<file path="src/verilog/rv32e_config.svh">
`ifndef RV32E_CONFIG_SVH
`define RV32E_CONFIG_SVH

// Fetch address after reset
`define RV32E_RESET_PC 32'h0000_0000

// Architectural data width
`define RV32E_XLEN 32

// RV32E register count, x0 included
`define RV32E_NREGS 16

`endif

</file>
<file path="src/verilog/rv32e_isa_pkg.sv">
package rv32e_isa_pkg;

    // Field widths of the base instruction formats
    localparam int opcode_w   = 7;
    localparam int funct3_w   = 3;
    localparam int funct7_w   = 7;
    localparam int reg_addr_w = 4;

    // RV32E keeps only the low four bits of each register field
    typedef logic [reg_addr_w-1:0] reg_addr_t;

    // Major opcodes kept by this core
    typedef enum logic [opcode_w-1:0] {
        opc_op     = 7'b0110011,
        opc_op_imm = 7'b0010011,
        opc_lui    = 7'b0110111,
        opc_auipc  = 7'b0010111,
        opc_jal    = 7'b1101111,
        opc_jalr   = 7'b1100111,
        opc_branch = 7'b1100011,
        opc_load   = 7'b0000011,
        opc_store  = 7'b0100011
    } opcode_t;

    // Conditional branch conditions
    typedef enum logic [funct3_w-1:0] {
        f3_beq  = 3'b000,
        f3_bne  = 3'b001,
        f3_blt  = 3'b100,
        f3_bge  = 3'b101,
        f3_bltu = 3'b110,
        f3_bgeu = 3'b111
    } branch_f3_t;

    // ALU function codes, shared by op and op_imm
    typedef enum logic [funct3_w-1:0] {
        f3_add_sub = 3'b000,
        f3_sll     = 3'b001,
        f3_slt     = 3'b010,
        f3_sltu    = 3'b011,
        f3_xor     = 3'b100,
        f3_srl_sra = 3'b101,
        f3_or      = 3'b110,
        f3_and     = 3'b111
    } alu_f3_t;

    // Word size code, the only one accepted for loads and stores
    localparam logic [funct3_w-1:0] f3_word = 3'b010;

endpackage

</file>
<file path="src/verilog/rv32e_ctrl_pkg.sv">
package rv32e_ctrl_pkg;

    // ALU operation, pass_b serves lui
    typedef enum logic [3:0] {
        alu_add,
        alu_sub,
        alu_and,
        alu_or,
        alu_xor,
        alu_sll,
        alu_srl,
        alu_sra,
        alu_slt,
        alu_sltu,
        alu_pass_b
    } alu_op_t;

    // First ALU operand
    typedef enum logic {
        a_rs1,
        a_pc
    } a_sel_t;

    // Second ALU operand
    typedef enum logic {
        b_rs2,
        b_imm
    } b_sel_t;

    // Register writeback source
    typedef enum logic [1:0] {
        wb_alu,
        wb_load,
        wb_pc4
    } wb_sel_t;

    // How the next pc is formed
    typedef enum logic [1:0] {
        brk_none,
        brk_cond,
        brk_jal,
        brk_jalr
    } br_kind_t;

endpackage

</file>
<file path="src/verilog/ctrl_if.sv">
`timescale 1ns/100ps
`include "rv32e_config.svh"

interface ctrl_if import rv32e_isa_pkg::*, rv32e_ctrl_pkg::*; ();

    reg_addr_t              rs1;
    reg_addr_t              rs2;
    reg_addr_t              rd;
    logic [`RV32E_XLEN-1:0] imm;
    alu_op_t                alu_op;
    a_sel_t                 a_sel;
    b_sel_t                 b_sel;
    br_kind_t               br_kind;
    branch_f3_t             br_f3;
    logic                   reg_we;
    logic                   mem_we;
    wb_sel_t                wb_sel;

    // Decoder side
    modport source (
        output rs1, rs2, rd, imm, alu_op, a_sel, b_sel,
        output br_kind, br_f3, reg_we, mem_we, wb_sel
    );

    // Execute and load/store side
    modport sink (
        input rs1, rs2, rd, imm, alu_op, a_sel, b_sel,
        input br_kind, br_f3, reg_we, mem_we, wb_sel
    );

endinterface

</file>
<file path="src/verilog/rv32e_decode.sv">
`timescale 1ns/100ps
`include "rv32e_config.svh"

module rv32e_decode import rv32e_isa_pkg::*, rv32e_ctrl_pkg::*; (
    input  logic                   clk_i,
    input  logic                   rst_n,
    input  logic [`RV32E_XLEN-1:0] instr,
    input  logic [`RV32E_XLEN-1:0] next_pc,
    output logic [`RV32E_XLEN-1:0] pc,
    ctrl_if.source                 ctrl
);

    logic [opcode_w-1:0]    opcode;
    logic [funct3_w-1:0]    funct3;
    logic [funct7_w-1:0]    funct7;
    alu_f3_t                alu_f3;
    logic                   alt;
    logic                   op_ok;
    logic                   shift_ok;
    logic [`RV32E_XLEN-1:0] imm_i;
    logic [`RV32E_XLEN-1:0] imm_s;
    logic [`RV32E_XLEN-1:0] imm_b;
    logic [`RV32E_XLEN-1:0] imm_u;
    logic [`RV32E_XLEN-1:0] imm_j;

    function automatic alu_op_t alu_from_f3(input alu_f3_t f3, input logic sel_alt);
        alu_op_t op;
        case (f3)
            f3_add_sub: op = sel_alt ? alu_sub : alu_add;
            f3_sll:     op = alu_sll;
            f3_slt:     op = alu_slt;
            f3_sltu:    op = alu_sltu;
            f3_xor:     op = alu_xor;
            f3_srl_sra: op = sel_alt ? alu_sra : alu_srl;
            f3_or:      op = alu_or;
            default:    op = alu_and;
        endcase
        return op;
    endfunction

    // Program counter
    always_ff @(posedge clk_i) begin
        if (!rst_n) begin
            pc <= `RV32E_RESET_PC;
        end else begin
            pc <= next_pc;
        end
    end

    // Fixed instruction fields
    assign opcode    = instr[6:0];
    assign funct3    = instr[14:12];
    assign funct7    = instr[31:25];
    assign alu_f3    = alu_f3_t'(funct3);
    assign ctrl.rd   = instr[10:7];
    assign ctrl.rs1  = instr[18:15];
    assign ctrl.rs2  = instr[23:20];
    assign ctrl.br_f3 = branch_f3_t'(funct3);

    // funct7 of 0100000 picks sub and sra
    assign alt   = funct7 == 7'b0100000;
    assign op_ok = (funct7 == '0) || (alt && (alu_f3 == f3_add_sub || alu_f3 == f3_srl_sra));
    assign shift_ok = (alu_f3 == f3_sll) ? (funct7 == '0) :
                      (alu_f3 == f3_srl_sra) ? (funct7 == '0 || alt) : 1'b1;

    // Immediate formats
    assign imm_i = {{20{instr[31]}}, instr[31:20]};
    assign imm_s = {{20{instr[31]}}, instr[31:25], instr[11:7]};
    assign imm_b = {{19{instr[31]}}, instr[31], instr[7], instr[30:25], instr[11:8], 1'b0};
    assign imm_u = {instr[31:12], 12'b0};
    assign imm_j = {{11{instr[31]}}, instr[31], instr[19:12], instr[20], instr[30:21], 1'b0};

    always_comb begin
        // Anything not matched below stays a nop
        ctrl.imm     = imm_i;
        ctrl.alu_op  = alu_add;
        ctrl.a_sel   = a_rs1;
        ctrl.b_sel   = b_imm;
        ctrl.wb_sel  = wb_alu;
        ctrl.br_kind = brk_none;
        ctrl.reg_we  = 1'b0;
        ctrl.mem_we  = 1'b0;
        case (opcode_t'(opcode))
            opc_op: begin
                ctrl.b_sel  = b_rs2;
                ctrl.alu_op = alu_from_f3(alu_f3, alt);
                ctrl.reg_we = op_ok;
            end
            opc_op_imm: begin
                ctrl.alu_op = alu_from_f3(alu_f3, alt && alu_f3 == f3_srl_sra);
                ctrl.reg_we = shift_ok;
            end
            opc_lui: begin
                ctrl.imm    = imm_u;
                ctrl.alu_op = alu_pass_b;
                ctrl.reg_we = 1'b1;
            end
            opc_auipc: begin
                ctrl.imm    = imm_u;
                ctrl.a_sel  = a_pc;
                ctrl.reg_we = 1'b1;
            end
            opc_jal: begin
                ctrl.imm     = imm_j;
                ctrl.wb_sel  = wb_pc4;
                ctrl.br_kind = brk_jal;
                ctrl.reg_we  = 1'b1;
            end
            opc_jalr: begin
                if (funct3 == '0) begin
                    ctrl.wb_sel  = wb_pc4;
                    ctrl.br_kind = brk_jalr;
                    ctrl.reg_we  = 1'b1;
                end
            end
            opc_branch: begin
                ctrl.imm   = imm_b;
                ctrl.b_sel = b_rs2;
                if (ctrl.br_f3 inside {f3_beq, f3_bne, f3_blt, f3_bge, f3_bltu, f3_bgeu}) begin
                    ctrl.br_kind = brk_cond;
                end
            end
            opc_load: begin
                ctrl.wb_sel = wb_load;
                ctrl.reg_we = funct3 == f3_word;
            end
            opc_store: begin
                ctrl.imm    = imm_s;
                ctrl.mem_we = funct3 == f3_word;
            end
            default: ;
        endcase
        // No architectural writes while in reset
        if (!rst_n) begin
            ctrl.reg_we = 1'b0;
            ctrl.mem_we = 1'b0;
        end
    end

endmodule

</file>
<file path="src/verilog/rv32e_execute.sv">
`timescale 1ns/100ps
`include "rv32e_config.svh"

module rv32e_execute import rv32e_isa_pkg::*, rv32e_ctrl_pkg::*; (
    input  logic                   clk_i,
    input  logic                   rst_n,
    ctrl_if.sink                   ctrl,
    input  logic [`RV32E_XLEN-1:0] pc,
    input  logic [`RV32E_XLEN-1:0] wb_data,
    output logic [`RV32E_XLEN-1:0] alu_result,
    output logic [`RV32E_XLEN-1:0] rs2_data,
    output logic [`RV32E_XLEN-1:0] next_pc
);

    localparam int shamt_w = $clog2(`RV32E_XLEN);

    // x0 has no storage
    logic [`RV32E_XLEN-1:0] regs [1:`RV32E_NREGS-1];

    logic [`RV32E_XLEN-1:0] rs1_data;
    logic [`RV32E_XLEN-1:0] op_a;
    logic [`RV32E_XLEN-1:0] op_b;
    logic [shamt_w-1:0]     shamt;
    logic [`RV32E_XLEN-1:0] pc_plus4;
    logic [`RV32E_XLEN-1:0] pc_target;
    logic                   br_eq;
    logic                   br_lt;
    logic                   br_ltu;
    logic                   br_taken;

    // Register file, written at the end of the cycle
    always_ff @(posedge clk_i) begin
        if (!rst_n) begin
            for (int i = 1; i < `RV32E_NREGS; i++) begin
                regs[i] <= '0;
            end
        end else if (ctrl.reg_we && ctrl.rd != '0) begin
            regs[ctrl.rd] <= wb_data;
        end
    end

    assign rs1_data = (ctrl.rs1 == '0) ? '0 : regs[ctrl.rs1];
    assign rs2_data = (ctrl.rs2 == '0) ? '0 : regs[ctrl.rs2];

    // Operand selection
    assign op_a  = (ctrl.a_sel == a_pc) ? pc : rs1_data;
    assign op_b  = (ctrl.b_sel == b_imm) ? ctrl.imm : rs2_data;
    assign shamt = op_b[shamt_w-1:0];

    always_comb begin
        case (ctrl.alu_op)
            alu_add:    alu_result = op_a + op_b;
            alu_sub:    alu_result = op_a - op_b;
            alu_and:    alu_result = op_a & op_b;
            alu_or:     alu_result = op_a | op_b;
            alu_xor:    alu_result = op_a ^ op_b;
            alu_sll:    alu_result = op_a << shamt;
            alu_srl:    alu_result = op_a >> shamt;
            alu_sra:    alu_result = $signed(op_a) >>> shamt;
            alu_slt:    alu_result = {{(`RV32E_XLEN-1){1'b0}}, $signed(op_a) < $signed(op_b)};
            alu_sltu:   alu_result = {{(`RV32E_XLEN-1){1'b0}}, op_a < op_b};
            alu_pass_b: alu_result = op_b;
            default:    alu_result = op_a + op_b;
        endcase
    end

    // Branch comparator works on the raw register values
    assign br_eq  = rs1_data == rs2_data;
    assign br_lt  = $signed(rs1_data) < $signed(rs2_data);
    assign br_ltu = rs1_data < rs2_data;

    always_comb begin
        case (ctrl.br_f3)
            f3_beq:  br_taken = br_eq;
            f3_bne:  br_taken = !br_eq;
            f3_blt:  br_taken = br_lt;
            f3_bge:  br_taken = !br_lt;
            f3_bltu: br_taken = br_ltu;
            f3_bgeu: br_taken = !br_ltu;
            default: br_taken = 1'b0;
        endcase
    end

    // Next pc
    assign pc_plus4  = pc + `RV32E_XLEN'(4);
    assign pc_target = pc + ctrl.imm;

    always_comb begin
        case (ctrl.br_kind)
            brk_cond: next_pc = br_taken ? pc_target : pc_plus4;
            brk_jal:  next_pc = pc_target;
            brk_jalr: next_pc = {alu_result[`RV32E_XLEN-1:1], 1'b0};
            default:  next_pc = pc_plus4;
        endcase
    end

endmodule

</file>
<file path="src/verilog/rv32e_lsu.sv">
`timescale 1ns/100ps
`include "rv32e_config.svh"

module rv32e_lsu import rv32e_ctrl_pkg::*; (
    ctrl_if.sink                   ctrl,
    input  logic [`RV32E_XLEN-1:0] pc,
    input  logic [`RV32E_XLEN-1:0] alu_result,
    input  logic [`RV32E_XLEN-1:0] rs2_data,
    input  logic [`RV32E_XLEN-1:0] mem_rdata,
    output logic                   mem_we,
    output logic [`RV32E_XLEN-1:0] mem_addr,
    output logic [`RV32E_XLEN-1:0] mem_wdata,
    output logic [`RV32E_XLEN-1:0] wb_data
);

    logic [`RV32E_XLEN-1:0] pc_plus4;

    // Word bus, the memory drops address bits 1:0
    assign mem_we    = ctrl.mem_we;
    assign mem_addr  = alu_result;
    assign mem_wdata = rs2_data;

    // Link address for jal and jalr
    assign pc_plus4 = pc + `RV32E_XLEN'(4);

    always_comb begin
        case (ctrl.wb_sel)
            wb_load: wb_data = mem_rdata;
            wb_pc4:  wb_data = pc_plus4;
            default: wb_data = alu_result;
        endcase
    end

endmodule

</file>
<file path="src/verilog/rv32e_core.sv">
`timescale 1ns/100ps
`include "rv32e_config.svh"

module rv32e_core (
    input  logic                   clk_i,
    input  logic                   rst_n,

    // Instruction fetch
    output logic [`RV32E_XLEN-1:0] pc,
    input  logic [`RV32E_XLEN-1:0] instr,

    // Data bus
    output logic                   mem_we,
    output logic [`RV32E_XLEN-1:0] mem_addr,
    output logic [`RV32E_XLEN-1:0] mem_wdata,
    input  logic [`RV32E_XLEN-1:0] mem_rdata
);

    logic [`RV32E_XLEN-1:0] next_pc;
    logic [`RV32E_XLEN-1:0] alu_result;
    logic [`RV32E_XLEN-1:0] rs2_data;
    logic [`RV32E_XLEN-1:0] wb_data;

    ctrl_if ctrl_bus ();

    rv32e_decode i_decode (
        .clk_i   (clk_i),
        .rst_n   (rst_n),
        .instr   (instr),
        .next_pc (next_pc),
        .pc      (pc),
        .ctrl    (ctrl_bus.source)
    );

    rv32e_execute i_execute (
        .clk_i      (clk_i),
        .rst_n      (rst_n),
        .ctrl       (ctrl_bus.sink),
        .pc         (pc),
        .wb_data    (wb_data),
        .alu_result (alu_result),
        .rs2_data   (rs2_data),
        .next_pc    (next_pc)
    );

    rv32e_lsu i_lsu (
        .ctrl       (ctrl_bus.sink),
        .pc         (pc),
        .alu_result (alu_result),
        .rs2_data   (rs2_data),
        .mem_rdata  (mem_rdata),
        .mem_we     (mem_we),
        .mem_addr   (mem_addr),
        .mem_wdata  (mem_wdata),
        .wb_data    (wb_data)
    );

endmodule

</file>
<file path="config.mk">
export PLATFORM = sky130hd
export DESIGN_NAME = rv32e_core
export DESIGN_NICKNAME = d
export VERILOG_FILES = /design/src/verilog/rv32e_isa_pkg.sv /design/src/verilog/rv32e_ctrl_pkg.sv /design/src/verilog/ctrl_if.sv /design/src/verilog/rv32e_decode.sv /design/src/verilog/rv32e_execute.sv /design/src/verilog/rv32e_lsu.sv /design/src/verilog/rv32e_core.sv
export VERILOG_INCLUDE_DIRS = /design/src /design/src/verilog
export SDC_FILE = /design/constraint.sdc
export NUM_CORES = 2
export LEC_CHECK = 0
export ABC_AREA = 1
export BUFFER_PORTS_ARGS = -buffer_cell sky130_fd_sc_hd__clkbuf_2
export CORE_ASPECT_RATIO = 1.4
export CORE_MARGIN = 8
export CORE_UTILIZATION = 30
export CTS_CLUSTER_DIAMETER = 100
export DETAILED_ROUTE_END_ITERATION = 8
export PLACE_DENSITY = 0.56
export SYNTH_ARGS = -nofsm -noshare
export SYNTH_HDL_FRONTEND = slang
export SYNTH_SLANG_ARGS = --single-unit
</file>
<file path="constraint.sdc">
create_clock -name clk_i -period 8.4 [get_ports clk_i]
set_input_delay 1.68 -clock clk_i [delete_from_list [all_inputs] [get_ports clk_i]]
set_output_delay 1.68 -clock clk_i [all_outputs]
set_load 0.01 [all_outputs]
</file>
==> flow_metrics.env <==
export IMPL_detail_route_wl_per_cell_um=28.95
export IMPL_synth_cells=6652
export IMPL_worst_slew_pin_slew_ns=1.207
export IMPL_end_kind="primary output"
export IMPL_fin_cells=8866
export IMPL_htreeDepth=2
export IMPL_numCtsBuffers=60
export IMPL_powerDensity_nw_per_um2=176.3
export IMPL_num_rows=169
export IMPL_cts_sinks=544
export IMPL_ios=163
export IMPL_synth_seq_area_share_pct=35.19
export IMPL_hold_viol_final=0
export IMPL_finalCritPeriodShare_pct=97.45
export IMPL_final_cell_area_um2=52120
export IMPL_worstSetupPathType="in2out"
export IMPL_final_util_pct=34.52
export IMPL_portBuffers=162
export IMPL_seqPwrFrac_pct=34.3
export IMPL_cts_tree="yes"
export IMPL_final_common_cell="nand2_1"
export IMPL_drive_above_1_share_pct=11.96
export IMPL_vias_per_cell=5.617
export IMPL_maxCapViolations=0
export IMPL_dr_total_vias=49804
export IMPL_grt_total_usage_pct=29.60
export IMPL_ys_seq_elements=544
export IMPL_syn_area_per_cell_um2=6.841
export IMPL_ys_async_sr_fraction_pct=0
export IMPL_grt_pass1_vias=47527
export IMPL_synth_area_um2=45510
export IMPL_p_leak_nw=23.68
export IMPL_clk_path_buf_depth=3
export IMPL_numPlacedInstances=8742
export IMPL_gp_congestion=1.089
export IMPL_dieWidth_um=345.2
export IMPL_synthFlopType="edfxtp_1"
export IMPL_p_clk_share_pct=30.1
export IMPL_overflow=0
export IMPL_maxSlewHeadroom_pct=19.24
export IMPL_drv_slew=0
export IMPL_finalSetupViolations=0
export IMPL_drc=0
export IMPL_clock_latency_ns=0.72
export IMPL_layout_common_cells="nand2_1, nand3_1, inv_1"
export IMPL_period_minus_slack_ns=8.186
export IMPL_ir_worst_vdd_mv=0.1989
export IMPL_antenna_found_initial=18
export IMPL_syn2layout_area_growth_pct=14.52
export IMPL_p_switching_mw=3.681
export IMPL_crit_arrival_ns=6.51
export IMPL_dieHeight_um=476.8
export IMPL_max_freq_mhz=122.2
export IMPL_synth_cell_types=62
export IMPL_nets=7071
export IMPL_wl_um=256700
export IMPL_start_kind="input pin"
export IMPL_design_core_area_um2=151000
export IMPL_cts_root_buffer="clkbuf_16"
export IMPL_reg2reg_slack_ns=3.04
export IMPL_rsz0062_at_grt="no"
export IMPL_grt_max_degree=110
export IMPL_post_dp_hpwl_um=188800
export IMPL_hold_path_class="reg2reg"
export IMPL_start_util_pct=30.14
export IMPL_dieArea_um2=164600
export IMPL_yosys_warnings=0
export IMPL_finClkSkew_ns=0.08607
export IMPL_sw_frac_of_total_pct=40.06
export IMPL_cp_required_ns=6.72
export IMPL_hold_buffers=0
export IMPL_cts_clk_slew_worst_paths_ns=0.07
export IMPL_setup_tns_final_ns=0
export IMPL_drtIter0Drc=5274
export IMPL_synth_edff_count=512
export IMPL_placed_area_um2=50080
export IMPL_drtAntennaViolNets=0
export IMPL_dr_pass1_iters=7
export IMPL_crit_fanout=56
export IMPL_p_comb_share_pct=35.6
export IMPL_status="finished clean"
export IMPL_internal_power_mw=5.508
export IMPL_grt_pass1_wl_um=354300
## through the flow
stage	power, mW	setup WS (ns)	hold WS (ns)
after floorplan	4.991	0.8191	0.5114
after global placement	6.379	0.2038	0.6044
after detailed placement	6.376	0.1617	0.6100
after CTS	9.116	0.1363	0.6231
after global routing	9.497	0.02430	0.6689
final	9.190	0.2138	0.6157
## layer usage
metal	vias up	GRT usage, %	routed length [um]
met5	-	0	59
met2	2773	48.14	116300
met1	23911	35.10	96400
met4	10	21.50	22590
met3	687	5.164	21360
li1	22423	-	-
## state kept, by name, summed over array words and instances, names as in the netlist
register and flops:
i_decode.pc 32, i_execute.regs 512
## Yosys cell counts, drive strengths merged (11+ instances only)
| cell type | count | share of area, % |
|---|---|---|
| a21boi | 19 | 0.32 |
| a21oi | 574 | 6.4 |
| a31oi | 14 | 0.19 |
| and2 | 11 | 0.16 |
| buf | 278 | 3.7 |
| clkbuf | 158 | 1.3 |
| dfxtp | 32 | 1.4 |
| edfxtp | 512 | 34 |
| ha | 163 | 4.5 |
| inv | 764 | 6.3 |
| nand2 | 1663 | 14 |
| nand3 | 804 | 9.0 |
| nand4 | 40 | 0.65 |
| nor2 | 718 | 6.1 |
| nor3 | 51 | 0.63 |
| nor4 | 18 | 0.28 |
| o211ai | 137 | 2.3 |
| o21ai | 508 | 5.9 |
| o22ai | 14 | 0.19 |
| or2 | 31 | 0.43 |
| xor2 | 63 | 1.2 |
## critical path, cell delays in order
cell and delay, ns:
buf_8 0.29, buf_12 0.30, buf_4 0.20, nand2_1 0.06
nand3_1 0.08, nand3_1 0.08, nand3_1 0.10, nand2_1 0.11
nand2_1 0.17, nand2_1 0.15, nand2_1 0.12, inv_1 0.06
ha_1 0.31, buf_4 0.16, nor2_1 0.16, nand2_1 0.19
nor3_2 0.35, nand3_1 0.17, nand3_1 0.25, a21o_1 0.24
a21oi_1 0.14, o21ai_1 0.17, xor2_1 0.16, nor2_1 0.05
nor2_1 0.28, nand3_2 0.18, clkbuf_2 0.20
## final timing paths
| check | start | end | depth (start not counted) |
|---|---|---|---|
| worst min-delay path | i_decode.pc[1] | i_decode.pc[1] | 4 |
| worst max register to register | i_execute.regs[15][7] | i_execute.regs[11][31] | 28 |
| worst min register to register | i_decode.pc[1] | i_decode.pc[1] | 4 |
| worst max-delay path | instr[15] | mem_addr[31] | 27 |
## logic make-up after synthesis
family,count (synthesis),synth area share [%]
DFF,544,35.19
AOI/OAI and AO/OA,1319,16.24
adders and majority gates,166,4.614
and+or+nand+nor,3347,31.27
buffers and inverters,1203,11.29
xor gates and xnor gates,72,1.386
other,1,0.008240
## power by group through the flow
| stage | logic (mW) | clock network, mW | registers, mW |
|---|---|---|---|
| after floorplan | 1.80 | 0 | 3.19 |
| after global placement | 3.18 | 0 | 3.20 |
| after detailed placement | 3.17 | 0 | 3.21 |
| after CTS | 3.18 | 2.78 | 3.15 |
| after global routing | 3.46 | 2.87 | 3.16 |
| final | 3.27 | 2.77 | 3.15 |
## final cells by class
class / count / area (um2)
antenna: 11 / 27.53
clock buffer: 75 / 1558
clock inverter: 37 / 425.4
fill: 16479 / 98860
inverter: 767 / 2892
multi-input combinational: 4936 / 24610
sequential: 544 / 16020
tap: 1966 / 2460
timing repair buffer: 530 / 4126
## repair_timing
action,in CTS,in global routing
resized for setup,0,8
buffers inserted,0,1
setup endpoints to repair,0,10
Note: power is estimated with default switching activity, not from simulation.
